==> src/hdl/fp16_pkg.sv <==
package fp16_pkg;

    // ieee half precision field layout
    localparam int fp16_w = 16;
    localparam int exp_w  = 5;
    localparam int man_w  = 10;
    // significand with the hidden bit in front
    localparam int sig_w  = 11;

    // exponent encoding limits
    localparam int exp_bias = 15;
    // largest finite biased exponent
    localparam int exp_max  = 30;
    // all ones exponent, written on overflow
    localparam int exp_inf  = 31;

    // sign action carried from stage 1 to stage 2
    localparam logic [1:0] sgn_keep  = 2'd0;
    localparam logic [1:0] sgn_flip  = 2'd1;
    localparam logic [1:0] sgn_clear = 2'd2;

    // operations the pipeline can apply
    typedef enum logic [1:0] {
        // a * b
        op_mul     = 2'd0,
        // -(a * b)
        op_mul_neg = 2'd1,
        // |a * b|
        op_mul_abs = 2'd2,
        // a * a, b is ignored
        op_square  = 2'd3
    } fp16_op_e;

endpackage

==> src/hdl/wallacetree_11b.sv <==
`timescale 1ns/1ps

module wallacetree_11b import fp16_pkg::*; (
    input  logic [sig_w-1:0] a,
    input  logic [sig_w-1:0] b,
    output logic [12:0]      result,
    output logic             overflow,
    output logic             round_loss
);

    localparam int prod_w = 2 * sig_w;

    // one shifted partial product per bit of b
    logic [prod_w-1:0] pp [sig_w];

    // running carry-save pair
    logic [prod_w-1:0] sum_v;
    logic [prod_w-1:0] carry_v;

    // outputs of the current compressor row
    logic [prod_w-1:0] row_s;
    logic [prod_w-1:0] row_c;

    // full 22 bit product after the final add
    logic [prod_w-1:0] prod;

    // partial products, a gated by each bit of b
    always_comb begin
        for (int i = 0; i < sig_w; i++) begin
            if (b[i]) begin
                pp[i] = {{sig_w{1'b0}}, a} << i;
            end else begin
                pp[i] = '0;
            end
        end
    end

    // 3:2 reduction, one row per remaining partial product
    always_comb begin
        // first two rows start the redundant pair
        sum_v   = pp[0];
        carry_v = pp[1];
        row_s   = '0;
        row_c   = '0;
        for (int i = 2; i < sig_w; i++) begin
            // full adder per column, half adder where a column only has two bits
            row_s   = sum_v ^ carry_v ^ pp[i];
            row_c   = ((sum_v & carry_v) | (sum_v & pp[i]) | (carry_v & pp[i])) << 1;
            sum_v   = row_s;
            carry_v = row_c;
        end
    end

    // carry propagate add collapses the pair
    // product fits in 22 bits, so the dropped carry out of row_c is always zero
    assign prod = sum_v + carry_v;

    // bit 21 set means the significand product is in [2,4)
    assign overflow = prod[prod_w-1];

    // top 13 bits below the carry position
    // field slices in the multiplier pick mantissa, guard and low bit from here
    assign result = prod[prod_w-2:8];

    // everything under the window collapses into a sticky bit
    assign round_loss = |prod[8:0];

endmodule

==> src/hdl/adder_5b.sv <==
`timescale 1ns/1ps

module adder_5b import fp16_pkg::*; (
    input  logic             carry,
    input  logic [exp_w-1:0] exp1,
    input  logic [exp_w-1:0] exp2,
    output logic [exp_w-1:0] sum,
    output logic             ovf,
    output logic             unf
);

    // raw sum of both biased exponents plus mantissa carry, max 63
    logic [6:0] raw_sum;
    // raw sum minus one bias, two's complement at 7 bits
    logic [6:0] biased;

    assign raw_sum = {2'b00, exp1} + {2'b00, exp2} + {6'd0, carry};
    assign biased  = raw_sum - 7'(exp_bias);

    // negative or zero result exponent cannot be encoded as normal
    assign unf = biased[6] | (biased == 7'd0);

    // positive but past the largest finite exponent
    assign ovf = ~biased[6] & (biased[5:0] > 6'(exp_max));

    // saturate on either limit, else take the low five bits
    always_comb begin
        if (ovf) begin
            sum = exp_w'(exp_inf);
        end else if (unf) begin
            sum = '0;
        end else begin
            sum = biased[exp_w-1:0];
        end
    end

endmodule

==> src/hdl/mul_fp16_nolatch.sv <==
`timescale 1ns/1ps

module mul_fp16_nolatch import fp16_pkg::*; (
    input  logic [fp16_w-1:0] a,
    input  logic [fp16_w-1:0] b,
    output logic [fp16_w-1:0] result,
    output logic              ovf,
    output logic              unf
);

    // hidden bits, zero for a zero exponent field
    // subnormals are not renormalised
    logic hid_a;
    logic hid_b;
    logic [sig_w-1:0] sig_a;
    logic [sig_w-1:0] sig_b;

    assign hid_a = |a[fp16_w-2 -: exp_w];
    assign hid_b = |b[fp16_w-2 -: exp_w];
    assign sig_a = {hid_a, a[man_w-1:0]};
    assign sig_b = {hid_b, b[man_w-1:0]};

    // significand product through the carry-save tree
    logic [12:0] mul_product;
    logic        mul_carry;
    logic        mul_sticky;

    wallacetree_11b u_tree (
        .a          (sig_a),
        .b          (sig_b),
        .result     (mul_product),
        .overflow   (mul_carry),
        .round_loss (mul_sticky)
    );

    // result sign is just the xor of the input signs
    logic sign_res;
    assign sign_res = a[fp16_w-1] ^ b[fp16_w-1];

    // exponent sum, mantissa carry folded in
    logic [exp_w-1:0] exp_sum;
    logic             add_ovf;
    logic             add_unf;

    adder_5b u_exp_add (
        .carry (mul_carry),
        .exp1  (a[fp16_w-2 -: exp_w]),
        .exp2  (b[fp16_w-2 -: exp_w]),
        .sum   (exp_sum),
        .ovf   (add_ovf),
        .unf   (add_unf)
    );

    // normalise: drop one place when the product reached [2,4)
    // bits [11:2] mantissa, [1] guard, [0] the bit below guard
    logic [11:0] frac;
    assign frac = mul_carry ? mul_product[12:1] : mul_product[11:0];

    // round to nearest even
    logic round_up;
    assign round_up = frac[1] & (frac[0] | mul_sticky | frac[2]);

    // extra top bit catches the all ones mantissa rolling over
    logic [man_w:0] sig_rnd;
    assign sig_rnd = {1'b0, frac[11:2]} + {{man_w{1'b0}}, round_up};

    // true zero product, either significand is zero
    logic prod_zero;
    assign prod_zero = (sig_a == '0) | (sig_b == '0);

    // final exponent, bumped by a rounding carry unless already saturated
    logic [exp_w-1:0] exp_fin;
    always_comb begin
        if (prod_zero) begin
            exp_fin = '0;
        end else if (sig_rnd[man_w] & ~add_ovf & ~add_unf) begin
            exp_fin = exp_sum + 5'd1;
        end else begin
            exp_fin = exp_sum;
        end
    end

    assign result = {sign_res, exp_fin, sig_rnd[man_w-1:0]};

    // limit flags mean nothing for a zero product
    assign ovf = add_ovf & ~prod_zero;
    assign unf = add_unf & ~prod_zero;

endmodule

==> src/hdl/fp16_mul_pipe.sv <==
`timescale 1ns/1ps

module fp16_mul_pipe import fp16_pkg::*; (
    input  logic              clk,
    input  logic              rst_n,
    input  logic              in_valid,
    input  fp16_op_e          op,
    input  logic [fp16_w-1:0] a,
    input  logic [fp16_w-1:0] b,
    output logic              out_valid,
    output logic [fp16_w-1:0] result,
    output logic              out_ovf,
    output logic              out_unf
);

    // stage 1 holding registers
    logic              s1_valid;
    logic [fp16_w-1:0] s1_a;
    logic [fp16_w-1:0] s1_b;
    logic [1:0]        s1_sgn;

    // sign action decoded from the opcode at issue
    logic [1:0] sgn_act;
    always_comb begin
        case (op)
            op_mul_neg: sgn_act = sgn_flip;
            op_mul_abs: sgn_act = sgn_clear;
            default:    sgn_act = sgn_keep;
        endcase
    end

    // valid bit of stage 1
    always_ff @(posedge clk) begin
        if (!rst_n) begin
            s1_valid <= 1'b0;
        end else begin
            s1_valid <= in_valid;
        end
    end

    // operands latched only on an accepted input, square reuses a
    always_ff @(posedge clk) begin
        if (in_valid) begin
            s1_a   <= a;
            s1_b   <= (op == op_square) ? a : b;
            s1_sgn <= sgn_act;
        end
    end

    // combinational multiply between the stages
    logic [fp16_w-1:0] mul_res;
    logic              mul_ovf;
    logic              mul_unf;

    mul_fp16_nolatch u_mul (
        .a      (s1_a),
        .b      (s1_b),
        .result (mul_res),
        .ovf    (mul_ovf),
        .unf    (mul_unf)
    );

    // sign rewrite on the product
    logic sign_out;
    always_comb begin
        case (s1_sgn)
            sgn_flip:  sign_out = ~mul_res[fp16_w-1];
            sgn_clear: sign_out = 1'b0;
            default:   sign_out = mul_res[fp16_w-1];
        endcase
    end

    // stage 2 valid
    always_ff @(posedge clk) begin
        if (!rst_n) begin
            out_valid <= 1'b0;
        end else begin
            out_valid <= s1_valid;
        end
    end

    // stage 2 payload
    always_ff @(posedge clk) begin
        if (s1_valid) begin
            result  <= {sign_out, mul_res[fp16_w-2:0]};
            out_ovf <= mul_ovf;
            out_unf <= mul_unf;
        end
    end

endmodule

==> src/hdl/fp16_ctrl_regs.sv <==
`timescale 1ns/1ps

module fp16_ctrl_regs import fp16_pkg::*; (
    input  logic     clk,
    input  logic     rst_n,
    input  logic     cfg_we,
    input  fp16_op_e cfg_op,
    input  logic     flag_clr,
    input  logic     res_valid,
    input  logic     res_ovf,
    input  logic     res_unf,
    output fp16_op_e cur_op,
    output logic     ovf_flag,
    output logic     unf_flag
);

    // qualified set conditions from a completed result
    logic set_ovf;
    logic set_unf;

    assign set_ovf = res_valid & res_ovf;
    assign set_unf = res_valid & res_unf;

    // opcode steering the pipeline, seen by inputs on the next edge
    always_ff @(posedge clk) begin
        if (!rst_n) begin
            cur_op <= op_mul;
        end else if (cfg_we) begin
            cur_op <= cfg_op;
        end
    end

    // sticky status, a set beats a clear in the same cycle
    always_ff @(posedge clk) begin
        if (!rst_n) begin
            ovf_flag <= 1'b0;
            unf_flag <= 1'b0;
        end else begin
            if (set_ovf) begin
                ovf_flag <= 1'b1;
            end else if (flag_clr) begin
                ovf_flag <= 1'b0;
            end
            if (set_unf) begin
                unf_flag <= 1'b1;
            end else if (flag_clr) begin
                unf_flag <= 1'b0;
            end
        end
    end

endmodule

==> src/hdl/fp16_mul_top.sv <==
`timescale 1ns/1ps

module fp16_mul_top import fp16_pkg::*; (
    input  logic              clk,
    input  logic              rst_n,
    input  logic              cfg_we,
    input  fp16_op_e          cfg_op,
    input  logic              flag_clr,
    input  logic              in_valid,
    input  logic [fp16_w-1:0] a,
    input  logic [fp16_w-1:0] b,
    output logic              out_valid,
    output logic [fp16_w-1:0] result,
    output logic              out_ovf,
    output logic              out_unf,
    output logic              ovf_flag,
    output logic              unf_flag
);

    // opcode from the register block into the pipeline
    fp16_op_e cur_op;

    // register block, fed back from the pipeline output
    fp16_ctrl_regs u_regs (
        .clk       (clk),
        .rst_n     (rst_n),
        .cfg_we    (cfg_we),
        .cfg_op    (cfg_op),
        .flag_clr  (flag_clr),
        .res_valid (out_valid),
        .res_ovf   (out_ovf),
        .res_unf   (out_unf),
        .cur_op    (cur_op),
        .ovf_flag  (ovf_flag),
        .unf_flag  (unf_flag)
    );

    // two stage multiply datapath
    fp16_mul_pipe u_pipe (
        .clk       (clk),
        .rst_n     (rst_n),
        .in_valid  (in_valid),
        .op        (cur_op),
        .a         (a),
        .b         (b),
        .out_valid (out_valid),
        .result    (result),
        .out_ovf   (out_ovf),
        .out_unf   (out_unf)
    );

endmodule

==> config.mk <==
export PLATFORM = sky130hd
export DESIGN_NAME = fp16_mul_top
export DESIGN_NICKNAME = d
export VERILOG_FILES = /design/src/hdl/fp16_pkg.sv /design/src/hdl/wallacetree_11b.sv /design/src/hdl/adder_5b.sv /design/src/hdl/mul_fp16_nolatch.sv /design/src/hdl/fp16_mul_pipe.sv /design/src/hdl/fp16_ctrl_regs.sv /design/src/hdl/fp16_mul_top.sv
export SDC_FILE = /design/constraint.sdc
export NUM_CORES = 1
export LEC_CHECK = 0
export BUFFER_PORTS_ARGS = -buffer_cell sky130_fd_sc_hd__buf_2
export CAP_MARGIN = 20
export CORE_UTILIZATION = 61
export DETAILED_ROUTE_END_ITERATION = 8
export PLACE_DENSITY = 0.82
export REMOVE_ABC_BUFFERS = 1
export SYNTH_ARGS = -nofsm -noshare
export SYNTH_HDL_FRONTEND = slang
export SYNTH_SLANG_ARGS = --single-unit
export TNS_END_PERCENT = 20
==> constraint.sdc <==
create_clock -name clk -period 11.8 [get_ports clk]
set_clock_uncertainty 0.15 [all_clocks]
set_input_delay 1.77 -clock clk [delete_from_list [all_inputs] [get_ports clk]]
set_output_delay 1.77 -clock clk [all_outputs]
set_load 0.005 [all_outputs]
# Word-level counts from Yosys, hierarchy flattened
# Index checks and enable logic that the tools add are counted.
# classes
n_addsub	6
reduce_logical	8
bitwise_logic	81
n_eq_ne	5
magnitude_cmp	1
muxes	21
# op_table
operator	n
21-bit bitwise AND	25
21-bit OR	18
22-bit XOR	9
11-bit by 21-bit bitwise AND with 21-bit output	2
16-bit 2-to-1 mux	2
12-bit 2-to-1 mux	2
22-bit adder	1
11-bit logical NOT	2
11-bit by 22-bit XOR with 22-bit output	1
22-bit by 13-bit XOR with 22-bit output	1
22-bit by 14-bit XOR with 22-bit output	1
22-bit by 15-bit XOR with 22-bit output	1
22-bit by 16-bit XOR with 22-bit output	1
22-bit by 17-bit XOR with 22-bit output	1
22-bit by 18-bit XOR with 22-bit output	1
22-bit by 19-bit XOR with 22-bit output	1
22-bit by 20-bit XOR with 22-bit output	1
21-bit 2-to-1 mux	1
20-bit 2-to-1 mux	1
19-bit 2-to-1 mux	1
18-bit 2-to-1 mux	1
17-bit 2-to-1 mux	1
15-bit 2-to-1 mux	1
5-bit 2-to-1 mux	3
22 further kinds	43
# totals
elab_cells	134
register_bits	58

# Longest topological paths before layout
# Gate-level depths: netlist (run 1).
# logic_depth
depth_word	38
ltp_mapped	35
ltp_nobuf	33

# Hierarchy
# Synthesis (run 1) repeated with hierarchy kept, for this count alone.
# unflattened
cells_unflattened	600
area_unflattened_um2	6327.3
# modules_own_cells
module	seq_area_each_um2	area_each_um2	n_inst	cells_each
wallacetree_11b	0.0	3124.2	1	342
fp16_mul_pipe	1601.5	1911.8	1	81
mul_fp16_nolatch	0.0	719.4	1	106
adder_5b	0.0	424.2	1	57
fp16_ctrl_regs	80.1	147.6	1	14

# Least setup slack after synthesis (run 1)
# OpenSTA, ideal clock, no wires.
# synth_path
path_type	reg2reg
startpoint	register u_pipe.s1_a[10]
endpoint	register u_pipe.result[14] (data pin)
t_arrival_ns	8.826
setup_ns	0.149
setup_slack_ns	2.675
n_path_buf	2
path_stages_with_launch	33
t_required_ns	11.501
period_less_slack_ns	9.125
path_cell_list	edfxtp_1 nor4_1 nand2_1 clkbuf_1 nand2_1 fa_1 fa_1 fa_1 fa_1 fa_1 fa_1 fa_1 fa_1 fa_1 inv_1 ha_1 a211oi_1 o21ai_1 a311o_2 inv_2 clkbuf_1 ha_1 inv_1 ha_1 fa_1 a21oi_1 o21bai_1 xor2_1 a41o_1 a21oi_1 o2111ai_2 or3_1 a21oi_1
# synth_via
elab_chain_cells	38
word_cells_on_any_way	99
cone_classes	add/sub: 6; order compare: 1; mux: 15; bitwise: 74; reduce/logical: 3
# synth_rtl
item	line_no	source
from (decl)	fp16_mul_pipe.sv:18	logic [fp16_w-1:0] s1_a;
from (signal assigned)	fp16_mul_pipe.sv:44	s1_a <= a;
parallel branches: the longest is 38 deep, another holds 11-bit by 21-bit bitwise AND with 21-bit output	-	
to (signal assigned)	fp16_mul_pipe.sv:85	result <= {sign_out, mul_res[fp16_w-2:0]};
to (decl)	fp16_mul_pipe.sv:11	output logic [fp16_w-1:0] result,
# Parallel ways; which one is timed is not known.
# A chain may end at the register's enable or synchronous reset.

# Worst setup path in the final report (run 1)
# Ends and elaborated chain as after synthesis.

==> insert_results.sql, run 1 <==
INSERT INTO impl_metrics (metric_group, metric, value, unit) VALUES
('synth', 'syn_area_per_cell', '10.3', 'sq um'),
('sta', 'setup_tns', '0', 'ps'),
('cts', 'postCtsResizedCells', '0', ''),
('sta', 'setup_viol', '0', ''),
('drt', 'ant_nets', '0', ''),
('global_routing', 'initial_antenna_violation_count', '0', ''),
('setup_path', 'critical-path-top-cell-by-count', 'fa_1', ''),
('die', 'design.core.area', '9820', 'sq um'),
('die', 'initial_utilization', '0.635', ''),
('global_routing', 'largest_net_degree_at_the_start_of_global_routing', '36', ''),
('layout', 'antennaDiodeCount', '0', ''),
('setup_path', 'crit_fanout', '13', ''),
('drt', 'via_count', '4504', ''),
('cts', 'clock_sink_count', '58', ''),
('hold_path', 'path_category_of_the_worst_min_delay_check', 'reg2reg', ''),
('global_routing', 'grtUsageMet3', '0.0461', ''),
('placed_design', 'dp_slack', '2140', 'ps'),
('synth', 'seq_area_frac_synth', '0.270', ''),
('sta', 'period_needed', '9730', 'ps'),
('job', 'maxCapViolCount', '0', ''),
('drt', 'drt-total-wl', '11900', 'um'),
('cts', 'clk_pin_slew_worst_paths', '60', 'ps'),
('global_routing', 'first_global_vias', '4367', ''),
('setup_path', 'cp_slowest_stage_delay', '560', 'ps'),
('global_routing', 'gr-usage-met2', '0.408', ''),
('cts', 'cts_hold_buffers', '0', ''),
('synth', 'synth_warnings', '0', ''),
('synth', 'asyncSetResetFlopFracSynth', '0', ''),
('sta', 'fmax', '0.103', 'GHz'),
('cts', 'root_buffer', 'clkbuf_8', ''),
('global_routing', 'grt_busiest_layer', 'met2', ''),
('drt', 'drt_pass1_iterations', '5', ''),
('setup_path', 'critical_path_arrival', '9780', 'ps'),
('die', 'placement_rows', '36', ''),
('cts', 'cts_buffers', '9', ''),
('setup_path', 'crit_path_start_kind', 'flip-flop', ''),
('sta', 'final_max_slew_viol_count', '0', ''),
('synth', 'yosysTopAreaCellShare', '0.292', ''),
('synth', 'ys_ff_latch', '58', ''),
('synth', 'post-synth-top-area-cell', 'fa_1', ''),
('layout', 'layout-area-overhead-vs-synth', '9.37', '%'),
('sta', 'period_share', '0.825', ''),
('die', 'die_area', '10600', 'sq um'),
('global_routing', 'grt_first_pass_wirelength', '19800', 'um'),
('cts', 'postCtsSetupRepairBufs', '0', ''),
('setup_path', 'setup.worst_path.class', 'reg2reg', ''),
('synth', 'synth_cells', '606', ''),
('synth', 'yosysUniqueCellTypes', '61', ''),
('sta', 'timing_worst_slew_pin_value', '849', 'ps'),
('global_routing', 'grt.total_usage', '0.246', ''),
('synth', 'syn-cell-area', '6230', 'sq um'),
('global_routing', 'globalRoute.totalOverflow', '0', ''),
('layout', 'fraction_of_final_layout_cells_with_drive_strength_greater_than_1', '0.152', ''),
('placed_design', 'hpwl', '9200', 'um'),
('die', 'floorplan.die.width', '103', 'um'),
('drt', 'detailedRoute.firstIterationViolations', '154', ''),
('layout', 'design.final.nets', '810', ''),
('placed_design', 'routabilityCongestion', '0.859', ''),
('cts', 'cts_htree_levels', '3', ''),
('sta', 'rsz_0062_raised_after_global_routing', 'false', ''),
('drt', 'vias_per_instance', '5.74', ''),
('cts', 'tritoncts', 'yes', ''),
('sta', 'worst_slack', '2070', 'ps'),
('cts', 'clock_latency', '350', 'ps'),
('setup_path', 'crit_required', '11850', 'ps'),
('setup_path', 'endpoint_kind', 'flip-flop', ''),
('synth', 'synth_flop_cell', 'edfxtp_1', ''),
('sta', 'final_hold_viol_count', '0', ''),
('cts', 'clock_path_buffers', '2', ''),
('global_routing', 'grt.met1_usage', '0.332', ''),
('synth', 'largest_cells_by_area_after_synthesis', 'fa_1, edfxtp_1, nand2_1', ''),
('run_status', 'run_status', 'complete, no violations', ''),
('sta', 'max-slew-margin-rel', '0.433', ''),
('die', 'boundaryPins', '60', ''),
('die', 'die_y', '103', 'um'),
('setup_path', 'timing.critical_path.slowest_stage_cell', 'fa_1', ''),
('drt', 'drc', '0', ''),
('synth', 'edff_count_synth', '52', ''),
('drt', 'routedWlPerCell', '15.1', 'um'),
('placed_design', 'buffer_ports.inserted', '59', '');
-- critical path, delay by kind of cell (launching register included) --
family,cells,cell delay (ps)
AND/OR/NAND/NOR,4,1120
buffers and inverters,3,340
AO/OA/AOI/OAI,10,2580
adder cells (fa/ha/maj),12,5000
flip-flops,1,390
-- layer usage --
metal / wire [um] / share of wire
met4: 140 / 0.012
met2: 6100 / 0.51
met3: 449 / 0.038
met1: 5180 / 0.44
met5: 0 / 0
-- path summary, 6_finish.rpt --
kind | from | depth (start not counted) | to | slack [ps]
worst max-delay path | u_pipe.s1_a[10] | 29 | u_pipe.result[14] | 2070
worst min-delay path | u_regs.unf_flag | 2 | u_regs.unf_flag | 380
worst max register to register | u_pipe.s1_a[10] | 29 | u_pipe.result[14] | 2070
worst min register to register | u_regs.unf_flag | 2 | u_regs.unf_flag | 380
-- final cells by class --
type / count / area, sq um
Clock buffer: 10 / 128
Inverter: 50 / 188
Multi-Input combinational cell: 469 / 4260
Fill cell: 763 / 3000
Timing Repair Buffer: 59 / 295
Sequential cell: 58 / 1680
Clock inverter: 6 / 105
Tap cell: 133 / 166
-- state kept, by name (all words and copies together), names as in the netlist --
register,flops
u_regs.cur_op,2
u_pipe.s1_a,16
u_pipe.out_ovf,1
u_pipe.out_valid,1
u_regs.ovf_flag,1
u_pipe.out_unf,1
u_regs.unf_flag,1
u_pipe.s1_b,16
u_pipe.s1_sgn,2
u_pipe.result,16
u_pipe.s1_valid,1
-- synthesized netlist by cell type (all sizes together) (3+ instances only) --
library cell and count:
a211o 3, a211oi 4, a21boi 5, a21oi 14, a22oi 3, and2 24
clkbuf 28, dfxtp 6, edfxtp 52, fa 91, ha 33, inv 50
mux2 17, mux2i 4, nand2 127, nand2b 6, nand3 6, nor2 31
nor2b 9, nor3 6, nor3b 4, nor4 9, o2111ai 3, o211ai 3
o21ai 14, o22ai 4, o311ai 3, xnor2 10, xor2 7
-- through the flow --
| step | hold WS (ps) | std cells | util | cell area (sq um) |
|---|---|---|---|---|
| after floorplan | 358 | 577 | - | 6120 |
| final | 378 | 785 | 0.694 | 6820 |
| after CTS | 382 | 785 | 0.694 | 6820 |
| after global placement | 348 | 769 | 0.671 | 6590 |
| after global routing | 397 | 785 | 0.694 | 6820 |
| after detailed placement | 364 | 769 | 0.671 | 6590 |
-- layout by cell type, fill, tap and decap left out, drive strengths merged, types with 5 or more instances in the layout --
master  instances
nand2         127
fa             91
buf            59
edfxtp         52
inv            50
ha             33
nor2           31
and2           24
mux2           17
a21oi          14
o21ai          14
xnor2          10
clkbuf         10
nor4            9
nor2b           9
xor2            7
nand3           6
nand2b          6
dfxtp           6
nor3            6
a21boi          5
-- kinds of logic after synthesis --
family | synth area share
xor+xnor | 0.0239
mux | 0.0371
fa+ha+maj | 0.358
flops | 0.270
buf+inv | 0.0478
compound gates | 0.0871
simple gates | 0.176
Power of run 1 is not shown: default switching activity piles up to over one toggle a cycle in this logic, so the estimate is an artifact.
==> run 2, diff against run 1 <==
Clock period 11.8 ns to 9.8 ns, I/O delays scaled along.
==> run 2 against run 1 <==
Sequential share of layout area rose by 0.073 points. Critical path depth unchanged. Clock-buffer cell count unchanged. Fmax rose by 4.4%. Routed wire length down 2.2%.
==> insert_results.sql, run 2 (synthesis results as in run 1) <==
INSERT INTO impl_metrics (metric_group, metric, value, unit) VALUES
('cts', 'clock_latency', '350', 'ps'),
('sta', 'setup_viol', '0', ''),
('setup_path', 'crit_fanout', '13', ''),
('job', 'maxCapViolCount', '0', ''),
('setup_path', 'endpoint_kind', 'flip-flop', ''),
('drt', 'vias_per_instance', '5.67', ''),
('placed_design', 'routabilityCongestion', '0.883', ''),
('sta', 'fmax', '0.107', 'GHz'),
('hold_path', 'path_category_of_the_worst_min_delay_check', 'reg2reg', ''),
('run_status', 'run_status', 'complete, no violations', ''),
('drt', 'routed_metal_1_wire_length', '4980', 'um'),
('cts', 'clk_pin_slew_worst_paths', '60', 'ps'),
('global_routing', 'initial_antenna_violation_count', '0', ''),
('sta', 'period_needed', '9330', 'ps'),
('drt', 'amount_of_wire_on_met2_after_detailed_routing', '5850', 'um'),
('cts', 'clock_sink_count', '58', ''),
('drt', 'via_count', '4466', ''),
('sta', 'setup_tns', '0', 'ps'),
('placed_design', 'hpwl', '9370', 'um'),
('sta', 'period_share', '0.952', ''),
('cts', 'cts_hold_buffers', '0', ''),
('global_routing', 'largest_net_degree_at_the_start_of_global_routing', '36', ''),
('layout', 'mostFrequentLayoutCell', 'nand2_1', ''),
('drt', 'maxUsedRoutingLayer', 'met4', ''),
('drt', 'drt_pass1_iterations', '5', ''),
('sta', 'final_hold_viol_count', '0', ''),
('drt', 'met3RoutedLength', '525', 'um'),
('setup_path', 'critical_path_arrival', '9370', 'ps'),
('layout', 'design.final.nets', '813', ''),
('drt', 'drc', '0', ''),
('sta', 'timing_worst_slew_pin_value', '862', 'ps'),
('global_routing', 'globalRoute.totalOverflow', '0', ''),
('sta', 'max-slew-margin-rel', '0.424', ''),
('drt', 'routedWlPerCell', '14.7', 'um'),
('global_routing', 'first_global_vias', '4424', ''),
('drt', 'detailedRoute.firstIterationViolations', '235', ''),
('setup_path', 'critical-path-top-cell-by-count', 'fa_1', ''),
('cts', 'cts_htree_levels', '3', ''),
('setup_path', 'crit_path_start_kind', 'flip-flop', ''),
('cts', 'tritoncts', 'yes', ''),
('cts', 'root_buffer', 'clkbuf_8', ''),
('cts', 'clock_path_buffers', '2', ''),
('drt', 'ant_nets', '0', ''),
('placed_design', 'buffer_ports.inserted', '59', ''),
('cts', 'postCtsSetupRepairBufs', '0', ''),
('sta', 'final_max_slew_viol_count', '0', ''),
('layout', 'mostFrequentLayoutCells', 'nand2_1, fa_1, buf_2', ''),
('cts', 'cts_buffers', '9', ''),
('sta', 'rsz_0062_raised_after_global_routing', 'false', ''),
('die', 'placement_rows', '36', ''),
('layout', 'antennaDiodeCount', '0', ''),
('setup_path', 'crit_required', '9840', 'ps'),
('die', 'boundaryPins', '60', ''),
('setup_path', 'setup.worst_path.class', 'reg2reg', ''),
('die', 'design.core.area', '9820', 'sq um'),
('die', 'floorplan.die.width', '103', 'um'),
('drt', 'drt-total-wl', '11600', 'um'),
('layout', 'largestRegisters', 'u_pipe.result: 16 flops, u_pipe.s1_a: 16 flops, u_pipe.s1_b: 16 flops', ''),
('layout', 'layout-area-overhead-vs-synth', '9.05', '%'),
('layout', 'fraction_of_final_layout_cells_with_drive_strength_greater_than_1', '0.160', ''),
('die', 'die_area', '10600', 'sq um'),
('die', 'initial_utilization', '0.635', ''),
('global_routing', 'grt.total_usage', '0.245', ''),
('setup_path', 'timing.critical_path.slowest_stage_cell', 'fa_1', ''),
('global_routing', 'grt_first_pass_wirelength', '19700', 'um'),
('setup_path', 'cp_slowest_stage_delay', '540', 'ps'),
('die', 'die_y', '103', 'um');
-- run 2: area by class of cell --
cell class	instances	area, sq um
Inverter	50	188
Sequential cell	58	1680
Tap cell	133	166
Multi-Input combinational cell	469	4260
Fill cell	779	3020
Timing Repair Buffer	62	318
Clock inverter	6	57.6
Clock buffer	10	128
-- run 2: final timing paths --
| kind | startpoint | slack [ps] | to | cells after the start |
|---|---|---|---|---|
| setup / recovery | u_pipe.s1_a[13] | 470 | u_pipe.result[14] | 29 |
| hold / removal | u_regs.unf_flag | 390 | u_regs.unf_flag | 2 |
| setup reg to reg | u_pipe.s1_a[13] | 470 | u_pipe.result[14] | 29 |
| hold reg to reg | u_regs.unf_flag | 390 | u_regs.unf_flag | 2 |
-- run 2: metrics by stage --
stage               hold slack [ps]  cells   util  area, sq um  setup WS, ps
finish                          391    788  0.692         6800           475
CTS                             396    788  0.692         6790           404
floorplan                       358    577      -         6120           866
detailed placement              381    772  0.673         6610           439
global route                    434    788  0.692         6800          46.2
global placement                348    772  0.673         6610           615
-- run 2: critical path: cells and delay by family, from the launching register on --
| kind | cells | cell delay [ps] |
|---|---|---|
| buffers and inverters | 3 | 220 |
| DFF | 1 | 400 |
| adders and majority gates | 12 | 4940 |
| and+or+nand+nor | 4 | 990 |
| AOI/OAI and AO/OA | 10 | 2440 |
-- run 2: timing repair --
| action | CTS | global route |
|---|---|---|
| setup endpoints to repair | 0 | 4 |
| endpoints found under the hold margin | 0 | 0 |
| resized for setup | 0 | 1 |
-- run 2: per-layer routing --
layer	vias up	global-route usage
met2	110	0.398
met1	2216	0.328
met3	17	0.0420
li1	2123	-
met5	-	0
met4	0	0.105
Power of run 2 is left out for the same reason.
